### src/common/l2_pf_pkg.sv
// Shared types for the L2 prefetch address sequencer.
// Address width and page size are fixed here and used by every stage.
// The state encoding is fixed: bit 2 set means addresses may be compared.

`default_nettype none

package l2_pf_pkg;

  // ==========================================================
  // Address geometry
  // ==========================================================
  localparam int pa_width      = 40;
  localparam int page_offset_w = 12;
  localparam int ppn_width     = pa_width - page_offset_w;

  // Address or stride value
  typedef logic [pa_width-1:0]  pa_t;

  // Physical or virtual page number
  typedef logic [ppn_width-1:0] ppn_t;

  // ==========================================================
  // L2 prefetch state machine
  // ==========================================================
  // Upper half of the encoding holds the compare-enabled states
  typedef enum logic [2:0] {
    st_init_pf_addr = 3'b000,
    st_add_pf_va    = 3'b001,
    st_req_pf       = 3'b100,
    st_req_mmu      = 3'b101,
    st_wait_ppn     = 3'b110,
    st_dead         = 3'b111
  } l2_state_t;

endpackage

`default_nettype wire

### src/design/l2_pf_addr_gen.sv
// Address stage of the L2 prefetch sequencer.
// Holds the L2 virtual address plus the translated page and its attributes.
// The physical address reuses the in-page offset of the virtual address.
// cross_4k looks only at the low 13 stride bits, so strides must stay
// below one page in magnitude.

`timescale 1ns/1ps
`default_nettype none

module l2_pf_addr_gen
  import l2_pf_pkg::*;
(
  input  wire  entry_clk,
  input  wire  cpurst_b,
  input  wire  init_vld,
  input  wire  add_vld,
  input  wire  ppn_up_vld,
  input  pa_t  strideh,
  input  pa_t  inst_new_va,
  input  ppn_t ld_ppn,
  input  wire  ld_page_sec,
  input  wire  ld_page_share,
  input  ppn_t get_ppn,
  input  wire  get_page_sec,
  input  wire  get_page_share,
  output pa_t  pf_va,
  output pa_t  pf_addr,
  output ppn_t vpn,
  output logic page_sec,
  output logic page_share,
  output logic cross_4k
);

  ppn_t                   pf_ppn;
  pa_t                    va_next;
  logic [page_offset_w:0] offset_sum;

  // ==========================================================
  // Virtual address
  // ==========================================================
  assign va_next = pf_va + strideh;

  always_ff @(posedge entry_clk or negedge cpurst_b)
  begin
    if (!cpurst_b)
      pf_va <= '0;
    else if (init_vld)
      pf_va <= inst_new_va;
    else if (add_vld)
      pf_va <= va_next;
  end

  assign vpn = pf_va[pa_width-1:page_offset_w];

  // Carry out of the page offset
  assign offset_sum = {1'b0, pf_va[page_offset_w-1:0]} + strideh[page_offset_w:0];
  assign cross_4k   = offset_sum[page_offset_w];

  // ==========================================================
  // Page number and attributes
  // ==========================================================
  always_ff @(posedge entry_clk or negedge cpurst_b)
  begin
    if (!cpurst_b)
    begin
      pf_ppn     <= '0;
      page_sec   <= 1'b0;
      page_share <= 1'b0;
    end
    else if (init_vld)
    begin
      pf_ppn     <= ld_ppn;
      page_sec   <= ld_page_sec;
      page_share <= ld_page_share;
    end
    else if (ppn_up_vld)
    begin
      pf_ppn     <= get_ppn;
      page_sec   <= get_page_sec;
      page_share <= get_page_share;
    end
  end

  assign pf_addr = {pf_ppn, pf_va[page_offset_w-1:0]};

endmodule

`default_nettype wire

### src/design/l2_pf_ctrl.sv
// Control stage of the L2 prefetch sequencer.
// Pop, re-init or a low pref_en return the FSM to the start state.
// Request-set outputs are combinational and only rise while not pending.

`timescale 1ns/1ps
`default_nettype none

module l2_pf_ctrl
  import l2_pf_pkg::*;
(
  input  wire  entry_clk,
  input  wire  cpurst_b,
  input  wire  pref_en,
  input  wire  mmu_dis,
  input  wire  tsm_is_judge,
  input  wire  pop_vld,
  input  wire  reinit_vld,
  input  wire  biu_req_pending,
  input  wire  biu_grnt,
  input  wire  mmu_req_pending,
  input  wire  mmu_grnt,
  input  wire  get_ppn_vld,
  input  wire  get_ppn_err,
  input  wire  cross_4k,
  input  wire  in_region,
  output logic init_vld,
  output logic add_vld,
  output logic ppn_up_vld,
  output logic va_can_cmp,
  output logic biu_req_set,
  output logic mmu_req_set
);

  l2_state_t state;
  l2_state_t next_state;

  // ==========================================================
  // State register
  // ==========================================================
  always_ff @(posedge entry_clk or negedge cpurst_b)
  begin
    if (!cpurst_b)
      state <= st_init_pf_addr;
    else if (pop_vld || reinit_vld || !pref_en)
      state <= st_init_pf_addr;
    else
      state <= next_state;
  end

  // ==========================================================
  // Next state
  // ==========================================================
  always_comb
  begin
    next_state = state;
    case (state)
      st_init_pf_addr:
        if (init_vld)
          next_state = st_add_pf_va;
      st_add_pf_va:
        next_state = st_req_pf;
      st_req_pf:
      begin
        // A step that leaves the page needs a fresh translation
        if (add_vld && cross_4k)
          next_state = mmu_dis ? st_dead : st_req_mmu;
      end
      st_req_mmu:
        if (mmu_grnt)
          next_state = st_wait_ppn;
      st_wait_ppn:
        if (get_ppn_vld)
          next_state = get_ppn_err ? st_dead : st_req_pf;
      // Parked until re-init, pop or a low pref_en
      st_dead:
        next_state = st_dead;
      default:
        next_state = st_init_pf_addr;
    endcase
  end

  // ==========================================================
  // Strobes
  // ==========================================================
  assign init_vld   = (state == st_init_pf_addr) && tsm_is_judge && pref_en;

  // First step follows the load and later steps follow each bus grant
  assign add_vld    = (state == st_add_pf_va) || biu_grnt;

  // A failed translation keeps the old page
  assign ppn_up_vld = (state == st_wait_ppn) && get_ppn_vld && !get_ppn_err;

  // Top state bit marks the compare-enabled states
  assign va_can_cmp = state[2];

  // Request pulses
  assign biu_req_set = (state == st_req_pf) && in_region && !biu_req_pending;
  assign mmu_req_set = (state == st_req_mmu) && !mmu_req_pending;

endmodule

`default_nettype wire

### src/design/l2_pf_region_cmp.sv
// Compare stage of the L2 prefetch sequencer.
// Flags use the sign of 40-bit differences, so the two streams must stay
// within half the address space of each other.
// stride_neg flips the sense of both flags for descending streams.

`timescale 1ns/1ps
`default_nettype none

module l2_pf_region_cmp
  import l2_pf_pkg::*;
(
  input  wire  entry_clk,
  input  wire  cpurst_b,
  input  pa_t  pf_va,
  input  pa_t  l1_pf_va,
  input  pa_t  dist_strideh,
  input  wire  stride_neg,
  input  wire  add_vld,
  input  wire  pf_inst_vld,
  input  wire  va_can_cmp,
  input  wire  create_dp_vld,
  input  wire  reinit_vld,
  output pa_t  va_sub_l1_va,
  output logic cmp_va_vld,
  output logic in_region,
  output logic reinit_req
);

  pa_t  diff_sub_dist;
  logic va_eq;
  logic surpass;
  logic surpass_set;
  logic in_region_set;

  // ==========================================================
  // Distance arithmetic
  // ==========================================================
  assign va_sub_l1_va  = pf_va - l1_pf_va;
  assign diff_sub_dist = va_sub_l1_va - dist_strideh;
  assign va_eq         = ~|va_sub_l1_va;

  // L1 ahead of L2 in the stream direction
  assign surpass_set   = (stride_neg ^ va_sub_l1_va[pa_width-1]) && !va_eq;

  // L2 still less than the distance ahead of L1
  assign in_region_set = stride_neg ^ diff_sub_dist[pa_width-1];

  // ==========================================================
  // Compare strobe and flags
  // ==========================================================
  always_ff @(posedge entry_clk or negedge cpurst_b)
  begin
    if (!cpurst_b)
      cmp_va_vld <= 1'b0;
    else if (create_dp_vld || reinit_vld)
      cmp_va_vld <= 1'b0;
    else
      cmp_va_vld <= add_vld || (pf_inst_vld && va_can_cmp);
  end

  always_ff @(posedge entry_clk or negedge cpurst_b)
  begin
    if (!cpurst_b)
    begin
      surpass   <= 1'b0;
      in_region <= 1'b1;
    end
    else if (create_dp_vld || reinit_vld)
    begin
      surpass   <= 1'b0;
      in_region <= 1'b1;
    end
    else if (cmp_va_vld && va_can_cmp)
    begin
      surpass   <= surpass_set;
      in_region <= in_region_set;
    end
  end

  assign reinit_req = va_can_cmp && surpass;

endmodule

`default_nettype wire

### src/design/l2_pf_sm.sv
// L2 prefetch address sequencer for one prefetch-buffer entry.
// All registers run on entry_clk, reset is asynchronous and active low.
// Grant inputs must already be qualified for this entry's L2 request.
// Holds a single stream at a time; there is no real pipeline.

`timescale 1ns/1ps
`default_nettype none

module l2_pf_sm
  import l2_pf_pkg::*;
(
  input  wire  entry_clk,
  input  wire  cpurst_b,
  input  wire  pref_en,
  input  wire  mmu_dis,
  input  wire  tsm_is_judge,
  input  wire  pop_vld,
  input  wire  reinit_vld,
  input  wire  create_dp_vld,
  input  wire  pf_inst_vld,
  input  wire  stride_neg,
  input  pa_t  strideh,
  input  pa_t  dist_strideh,
  input  pa_t  inst_new_va,
  input  pa_t  l1_pf_va,
  input  ppn_t ld_ppn,
  input  wire  ld_page_sec,
  input  wire  ld_page_share,
  input  wire  biu_req_pending,
  input  wire  biu_grnt,
  input  wire  mmu_req_pending,
  input  wire  mmu_grnt,
  input  wire  get_ppn_vld,
  input  wire  get_ppn_err,
  input  ppn_t get_ppn,
  input  wire  get_page_sec,
  input  wire  get_page_share,
  output logic biu_req_set,
  output logic mmu_req_set,
  output pa_t  pf_addr,
  output ppn_t vpn,
  output logic page_sec,
  output logic page_share,
  output logic cmp_va_vld,
  output logic va_can_cmp,
  output logic reinit_req,
  output pa_t  va_sub_l1_va
);

  // Strobes from the control stage
  logic init_vld;
  logic add_vld;
  logic ppn_up_vld;

  // Datapath feedback
  pa_t  pf_va;
  logic cross_4k;
  logic in_region;

  // ==========================================================
  // Control stage
  // ==========================================================
  l2_pf_ctrl ctrl_i (
    .entry_clk       (entry_clk),
    .cpurst_b        (cpurst_b),
    .pref_en         (pref_en),
    .mmu_dis         (mmu_dis),
    .tsm_is_judge    (tsm_is_judge),
    .pop_vld         (pop_vld),
    .reinit_vld      (reinit_vld),
    .biu_req_pending (biu_req_pending),
    .biu_grnt        (biu_grnt),
    .mmu_req_pending (mmu_req_pending),
    .mmu_grnt        (mmu_grnt),
    .get_ppn_vld     (get_ppn_vld),
    .get_ppn_err     (get_ppn_err),
    .cross_4k        (cross_4k),
    .in_region       (in_region),
    .init_vld        (init_vld),
    .add_vld         (add_vld),
    .ppn_up_vld      (ppn_up_vld),
    .va_can_cmp      (va_can_cmp),
    .biu_req_set     (biu_req_set),
    .mmu_req_set     (mmu_req_set)
  );

  // ==========================================================
  // Datapath stages
  // ==========================================================
  l2_pf_addr_gen addr_gen_i (
    .entry_clk      (entry_clk),
    .cpurst_b       (cpurst_b),
    .init_vld       (init_vld),
    .add_vld        (add_vld),
    .ppn_up_vld     (ppn_up_vld),
    .strideh        (strideh),
    .inst_new_va    (inst_new_va),
    .ld_ppn         (ld_ppn),
    .ld_page_sec    (ld_page_sec),
    .ld_page_share  (ld_page_share),
    .get_ppn        (get_ppn),
    .get_page_sec   (get_page_sec),
    .get_page_share (get_page_share),
    .pf_va          (pf_va),
    .pf_addr        (pf_addr),
    .vpn            (vpn),
    .page_sec       (page_sec),
    .page_share     (page_share),
    .cross_4k       (cross_4k)
  );

  l2_pf_region_cmp region_cmp_i (
    .entry_clk     (entry_clk),
    .cpurst_b      (cpurst_b),
    .pf_va         (pf_va),
    .l1_pf_va      (l1_pf_va),
    .dist_strideh  (dist_strideh),
    .stride_neg    (stride_neg),
    .add_vld       (add_vld),
    .pf_inst_vld   (pf_inst_vld),
    .va_can_cmp    (va_can_cmp),
    .create_dp_vld (create_dp_vld),
    .reinit_vld    (reinit_vld),
    .va_sub_l1_va  (va_sub_l1_va),
    .cmp_va_vld    (cmp_va_vld),
    .in_region     (in_region),
    .reinit_req    (reinit_req)
  );

endmodule

`default_nettype wire

### config.mk
export PLATFORM = sky130hd
export DESIGN_NAME = l2_pf_sm
export DESIGN_NICKNAME = d
export VERILOG_FILES = /design/src/common/l2_pf_pkg.sv /design/src/design/l2_pf_addr_gen.sv /design/src/design/l2_pf_ctrl.sv /design/src/design/l2_pf_region_cmp.sv /design/src/design/l2_pf_sm.sv
export SDC_FILE = /design/constraint.sdc
export NUM_CORES = 1
export LEC_CHECK = 0
export BUFFER_PORTS_ARGS = -buffer_cell sky130_fd_sc_hd__buf_2
export CAP_MARGIN = 0
export CORE_ASPECT_RATIO = 1.25
export CORE_UTILIZATION = 50
export DETAILED_ROUTE_END_ITERATION = 7
export PLACE_DENSITY = 0.92
export SYNTH_ARGS = -nofsm -noshare
export SYNTH_HDL_FRONTEND = slang
export SYNTH_SLANG_ARGS = --single-unit
### constraint.sdc
create_clock -name entry_clk -period 15.7 [get_ports entry_clk]
set_clock_uncertainty 0.05 [all_clocks]
set_input_delay 4.71 -clock entry_clk [delete_from_list [all_inputs] [get_ports entry_clk]]
set_output_delay 4.71 -clock entry_clk [all_outputs]
set_load 0.005 [all_outputs]
==> results of run 1 <==
## registers in the layout (all words and copies together), names as in the netlist
| name | cells |
|---|---|
| region_cmp_i.cmp_va_vld | 1 |
| region_cmp_i.surpass | 1 |
| addr_gen_i.page_share | 1 |
| addr_gen_i.pf_ppn | 28 |
| addr_gen_i.pf_va | 40 |
| ctrl_i.state | 3 |
| region_cmp_i.in_region | 1 |
| addr_gen_i.page_sec | 1 |
## critical path, delay by kind of cell
kind	cells	cell delay [ns]
compound gates	7	1.69
xor+xnor	1	0.25
fa+ha+maj	1	0.37
simple gates	1	0.32
buf+inv	3	0.32
## cell type report
class | instances | area (µm²)
multi-input cells | 1018 | 6610
fillers | 1535 | 6330
well taps | 224 | 280
diodes | 2 | 5.00
clock buffers | 9 | 225
clock inverters | 7 | 87.6
flip-flops and latches | 76 | 1900
inverters | 111 | 417
repair buffers | 353 | 1780
## cells in the final DEF, fill, tap and decap left out, types with 19 or more instances in the layout
master | synthesis | layout
xor2_1 | 26 | 26
a21o_1 | 39 | 39
o21ai_0 | 82 | 82
a31oi_1 | 49 | 49
nor2_1 | 129 | 127
a21oi_1 | 120 | 120
dfrtp_1 | 75 | 75
buf_2 | 2 | 349
inv_1 | 111 | 111
nand2_1 | 159 | 159
nor3_1 | 20 | 19
xnor2_1 | 44 | 44
nand3_1 | 27 | 27
ha_1 | 116 | 116
## worst max path at each step
| stage | from | endpoint | slack, ns | cells past startpoint |
|---|---|---|---|---|
| 2_1_floorplan | l1_pf_va[20] | va_sub_l1_va[37] | 3.99 | 11 |
| 3_3_place_gp | l1_pf_va[3] | va_sub_l1_va[37] | 3.47 | 12 |
| 3_5_place_dp | l1_pf_va[2] | va_sub_l1_va[37] | 3.40 | 13 |
| 4_1_cts | l1_pf_va[2] | va_sub_l1_va[37] | 3.39 | 13 |
| 5_1_grt | l1_pf_va[2] | va_sub_l1_va[37] | 3.11 | 13 |
| 6_report | l1_pf_va[2] | va_sub_l1_va[37] | 3.26 | 13 |
## logic make-up (layout without fill, tap and decap cells)
| kind of cell | count (synthesis) | count (layout) | share of synthesized area, % |
|---|---|---|---|
| buffers and inverters | 161 | 480 | 6.90 |
| AOI/OAI and AO/OA | 403 | 403 | 27.8 |
| muxes | 3 | 3 | 0.343 |
| other | 0 | 2 | 0 |
| and+or+nand+nor | 424 | 424 | 21.0 |
| adders and majority gates | 118 | 118 | 16.3 |
| xor gates and xnor gates | 70 | 70 | 6.72 |
| DFF | 76 | 76 | 20.9 |
## cells in the mapped netlist (8+ instances only)
cell type,number
o31ai_1,8
nand2b_1,10
nor2_1,129
nand3_1,27
nand2_1,159
a21oi_1,120
inv_1,111
nand4_1,15
nor2b_1,13
clkbuf_1,42
xor2_1,26
dfrtp_1,75
xnor2_1,44
o21bai_1,8
a31oi_1,49
o21ai_0,82
ha_1,116
o21a_1,15
a211oi_1,17
and3_1,9
a21o_1,39
nor3_1,20
## per-stage QoR
| step | instance area, µm² | total power, W | setup slack, ns |
|---|---|---|---|
| 2_1_floorplan | 9120 | 0.00142 | 3.99 |
| 3_3_place_gp | 11000 | 0.00190 | 3.47 |
| 6_report | 11300 | 0.00220 | 3.26 |
| 4_1_cts | 11300 | 0.00217 | 3.39 |
| 5_1_grt | 11300 | 0.00239 | 3.11 |
| 3_5_place_dp | 11000 | 0.00194 | 3.40 |
## per-layer routing
| layer | vias up | global-route usage, % |
|---|---|---|
| li1 | 5100 | - |
| met4 | 0 | 18.1 |
| met1 | 4914 | 38.7 |
| met5 | - | 0 |
| met2 | 487 | 57.0 |
| met3 | 104 | 5.45 |
## where the power goes
group	internal, W	switching (W)	leakage, nW	total [W]
logic	0.000693	0.000934	4.78	0.00163
registers	0.000253	0.0000904	0.866	0.000344
clock network	0.000128	0.0000989	0.155	0.000227
total	0.00107	0.00112	5.80	0.00220
==> flow_summary.toml, run 1 <==
[yosys]
yosysWarnings = 0
syn_nets = 1609
syn_inst = 1255
syn_area_um2 = 9120
synth_edf_count = 0
ys_seq_elements = 76
synthTopCellsByArea = "dfrtp_1 (21%), ha_1 (16%), a21oi_1 (6.6%)"
synthArstFlopShare_pct = 100
synth.distinct_cells = 76
synthFlopType = "dfrtp_1"
synth_top_area_share_pct = 20.6
syn_area_per_cell_um2 = 7.27
ys_seq_area_share_pct = 20.9
synth_top_area_cell = "dfrtp_1"

[sta]
period_needed_ns = 12.44
max_slew_margin_pct = 23.7
hold_ws_ns = 0.445
finalHoldViolations = 0
fin_crit_sh_pct = 79.2
fmax_ghz = 0.0804
tns_ns = 0
drv_slew = 0
rsz0062_at_grt = "false"
tightest_slew_ns = 1.14
setup_viol = 0

[place]
io_buffers = 350
place_congestion = 0.986
placed_cells = 1782
place_hpwl_um = 25700

[worst_setup_path]
crit_chain = "buf_2 > inv_1 > ha_1 > o21ai_0 > a21oi_1 > o21ai_0 > a211oi_1 > nor3_1 > o21ai_0 > a22oi_1 > o21ai_0 > xor2_1 > buf_2"
cpMostUsedCell = "o21ai_0"
worstSetupPathType = "primary input to output port"
r2r_end = "region_cmp_i.in_region"
startpoint_type = "primary input"
crit_required_ns = 10.94
reg2reg_from = "addr_gen_i.pf_va[0]"
cp-end-kind = "output port"
reg2reg_depth = 21
cpMaxStageDelayCell = "o21ai_0"
max_stage_delay_ns = 0.49
r2r_setup_slack_ns = 10.64
crit_fanout = 5
arrival_ns = 7.68

[global_routing]
antenna_found_initial = 2
grtUsageTotal_pct = 33.2
grt_pass1_wl_um = 49200
grt_start_max_net_pins = 98
grt_pass1_vias = 10100
grt_overflow = 0

[final_layout]
layout-drive-gt1-share_pct = 25.4
synthToLayoutAreaGrowth_pct = 23.9
finalNonFillerCells = 1800
finalNetCount = 1923
utilization_pct = 64.1

[clock_network]
cts_sinks = 76
htreeDepth = 3
cts_hold_buf = 0
worst_skew_pair.late_latency_ns = 0.34
numCtsBuffers = 9
cts_tree = "built"
post_cts_resized = 0
clockBufferDepth = 2
clockRootBuffer = "clkbuf_16"
cts_setup_buffers = 0
clkTransAtPathRegs_ns = 0.07

[detailed_routing]
drt-vias-per-instance = 5.89
drcViolationCount = 0
wl_per_cell_um = 17.5
drt_wl_total_um = 31500
antenna_left = 0
routed.top_layer = "met4"
drtPass1Iterations = 5
dr_wl_met2_um = 15300
vias = 10600
wl_met1_um = 12500
drtIter0Drc = 758
met3_length_um = 2090

[floorplan]
fp.dieArea_um2 = 18800
die_h_um = 153
ios = 351
fp.dieW_um = 123
start_util_pct = 51.7
rows = 54
core_area_um2 = 17600

[min_path]
worstHoldPathType = "flop to flop"
holdPathStages = 2
hp-start = "region_cmp_i.in_region"
hold_path_end = "region_cmp_i.in_region"

[job]
max_cap_violations = 0

[pwr]
irDropWorstVdd_mv = 0.101
power.density_nw_per_um2 = 194
power_leakage_nw = 5.80

[outcome]
outcome = "finished clean"
Note: power is estimated with default switching activity, not from simulation.
==> inputs of run 2 (changes only) <==
Settings changed: ABC_AREA from default to 1, CORE_UTILIZATION 50 to 48, PLACE_DENSITY 0.92 to 0.91.
Clock period 15.7 ns to 10.4 ns, I/O delays scaled along.
==> run 2 against run 1 <==
Wire length up 25%; final area up 14%; flip-flop and latch count unchanged; sequential power up 58%; clock power up 38%; setup slack worse by 1.1 ns; register-to-register slack worse by 4.9 ns; core utilization down 4.2 points; synthesized cell count up 42%; critical path depth up 2; clock-buffer cell count unchanged; critical path type unchanged; largest cell class unchanged.
==> flow_summary.toml, run 2 <==
[sta]
tns_ns = 0
fin_crit_sh_pct = 79.3
setup_viol = 0
drv_slew = 0
finalHoldViolations = 0
rsz0062_at_grt = "false"
tightest_slew_ns = 1.00
max_slew_margin_pct = 33.2
fmax_ghz = 0.121
period_needed_ns = 8.25

[place]
io_buffers = 350
place_congestion = 0.999
dpl_cell_area_um2 = 12600
place_hpwl_um = 33700

[detailed_routing]
dr_wl_met2_um = 19700
drcViolationCount = 0
drt-vias-per-instance = 5.41
drtPass1Iterations = 5
drt_wl_total_um = 39400
met3_length_um = 2170
drtIter0Drc = 691
wl_per_cell_um = 16.4
routed.top_layer = "met4"
wl_met1_um = 14900
vias = 13000
antenna_left = 0

[final_layout]
antenna_cells = 0
finalNetCount = 2481
utilization_pct = 59.9
layout-drive-gt1-share_pct = 19.9
final_cell_mix = "nand2_1 (494), buf_2 (349), inv_1 (318)"
fillCellCount = 2074
seqCellArea_um2 = 1900
largest_register_ffs = 40
synthToLayoutAreaGrowth_pct = 22.1
multiInputGateArea_um2 = 7350
reg_top3 = "addr_gen_i.pf_va x40, addr_gen_i.pf_ppn x28, ctrl_i.state x3"
final_common_cell = "nand2_1"
regMostFlops = "addr_gen_i.pf_va"
stdcell_area_um2 = 12900

[worst_setup_path]
r2r_end = "region_cmp_i.in_region"
crit_required_ns = 7.23
cp-end-kind = "output port"
crit_fanout = 4
r2r_setup_slack_ns = 5.73
arrival_ns = 5.08
reg2reg_depth = 24
reg2reg_from = "addr_gen_i.pf_va[18]"
startpoint_type = "primary input"
worstSetupPathType = "primary input to output port"

[pwr]
p_switching_w = 0.00207
switching_share_pct = 56.6
irDropWorstVdd_mv = 0.150
pwr-share-clk_pct = 8.6
power_leakage_nw = 7.48
seqPwrFrac_pct = 14.8
p_int_w = 0.00159
power.density_nw_per_um2 = 284
p_comb_share_pct = 76.6

[clock_network]
cts_tree = "built"
clockBufferDepth = 2
htreeDepth = 3
clockRootBuffer = "clkbuf_16"
clkTransAtPathRegs_ns = 0.07
post_cts_resized = 0
cts_setup_buffers = 0
worst_skew_pair.late_latency_ns = 0.35
cts_hold_buf = 0
cts_sinks = 76
numCtsBuffers = 9

[floorplan]
fp.dieArea_um2 = 22600
die_h_um = 168
ios = 351
core_area_um2 = 21500
fp.dieW_um = 135
rows = 60
start_util_pct = 49.0

[yosys]
synth_top_area_share_pct = 17.8
syn_area_um2 = 10600
synthTopCellsByCount = "nand2_1 (494), inv_1 (318), nor2_1 (206)"
synthArstFlopShare_pct = 100
synth_top_area_cell = "dfrtp_1"
synthTopCellsByArea = "dfrtp_1 (18%), nand2_1 (18%), ha_1 (14%)"
syn_nets = 2141
ys_seq_area_share_pct = 18.0
ys_seq_elements = 76
yosysWarnings = 0
synth_edf_count = 0
synth.distinct_cells = 47
yosysMostFrequentCell = "nand2_1"
syn_area_per_cell_um2 = 5.91
syn_inst = 1787
synthFlopType = "dfrtp_1"

[min_path]
hold_path_end = "region_cmp_i.in_region"
hp-start = "region_cmp_i.in_region"
worstHoldPathType = "flop to flop"
holdPathStages = 2

[global_routing]
grt_overflow = 0
grt_pass1_vias = 12700
grt_pass1_wl_um = 61500
antenna_found_initial = 0
grtUsageTotal_pct = 34.7
grt_start_max_net_pins = 77

[outcome]
outcome = "finished clean"

[job]
max_cap_violations = 0
## run 2: changes by cell type in the layout (fill, tap and decap cells not counted), sizes merged, moves of 17 or more
cell | before | now
a21o | 39 | 10
a21oi | 122 | 147
a211oi | 18 | 1
nand3 | 27 | 85
o21ai | 87 | 115
nor2 | 129 | 211
a31oi | 50 | 11
nand2 | 159 | 511
inv | 117 | 325
xnor2 | 44 | 11
## run 2: layer usage
metal	vias up	GRT usage [%]
li1	6445	-
met1	5906	37.1
met2	543	63.4
met3	147	4.22
met4	0	23.0
met5	-	0
## run 2: cell families after synthesis
| group | after synthesis | share of synthesized area, % |
|---|---|---|
| compound gates | 336 | 17.9 |
| flops | 76 | 18.0 |
| simple gates | 878 | 34.9 |
| buf+inv | 348 | 12.4 |
| fa+ha+maj | 118 | 14.1 |
| xor+xnor | 31 | 2.64 |
## run 2: power by group through the flow
stage	clock, W	sequential (W)	combinational (W)
CTS	0.000317	0.000535	0.00277
finish	0.000314	0.000543	0.00281
global route	0.000330	0.000549	0.00314
detailed placement	0	0.000539	0.00276
floorplan	0	0.000485	0.00188
global placement	0	0.000537	0.00270
## run 2: final cells by class
| class | instances | share of cell area, % |
|---|---|---|
| tap | 279 | 2.71 |
| inverter | 322 | 9.37 |
| sequential | 76 | 14.8 |
| clock buffer | 9 | 1.75 |
| clock inverter | 7 | 0.543 |
| timing repair buffer | 355 | 13.9 |
| multi-input combinational | 1363 | 57.0 |
## run 2: metrics by stage
step / std cells / power [W] / setup slack [ns] / hold slack (ns)
2_1_floorplan: 1787 / 0.00236 / 2.74 / 0.425
3_3_place_gp: 2395 / 0.00323 / 2.20 / 0.444
3_5_place_dp: 2395 / 0.00330 / 2.15 / 0.452
4_1_cts: 2411 / 0.00362 / 2.15 / 0.470
5_1_grt: 2411 / 0.00402 / 1.96 / 0.498
6_report: 2411 / 0.00366 / 2.15 / 0.468
## run 2: worst max-delay path by stage
stage | startpoint | to | slack [ns]
floorplan | l1_pf_va[0] | va_sub_l1_va[32] | 2.74
global placement | l1_pf_va[17] | va_sub_l1_va[35] | 2.20
detailed placement | l1_pf_va[0] | va_sub_l1_va[32] | 2.15
CTS | l1_pf_va[0] | va_sub_l1_va[32] | 2.15
global route | l1_pf_va[0] | va_sub_l1_va[32] | 1.96
finish | l1_pf_va[17] | va_sub_l1_va[35] | 2.15
## run 2: worst max-delay path: stages
cell and delay, ns:
buf_2 0.08, inv_1 0.06, ha_1 0.34, nand2_1 0.12, inv_1 0.09, nand2_1 0.08, nor2_1 0.23, nand4_1 0.21
nand3_1 0.21, nand2_1 0.11, nand3_1 0.08, nand2_1 0.05, nand2_1 0.10, inv_1 0.07, buf_2 0.13
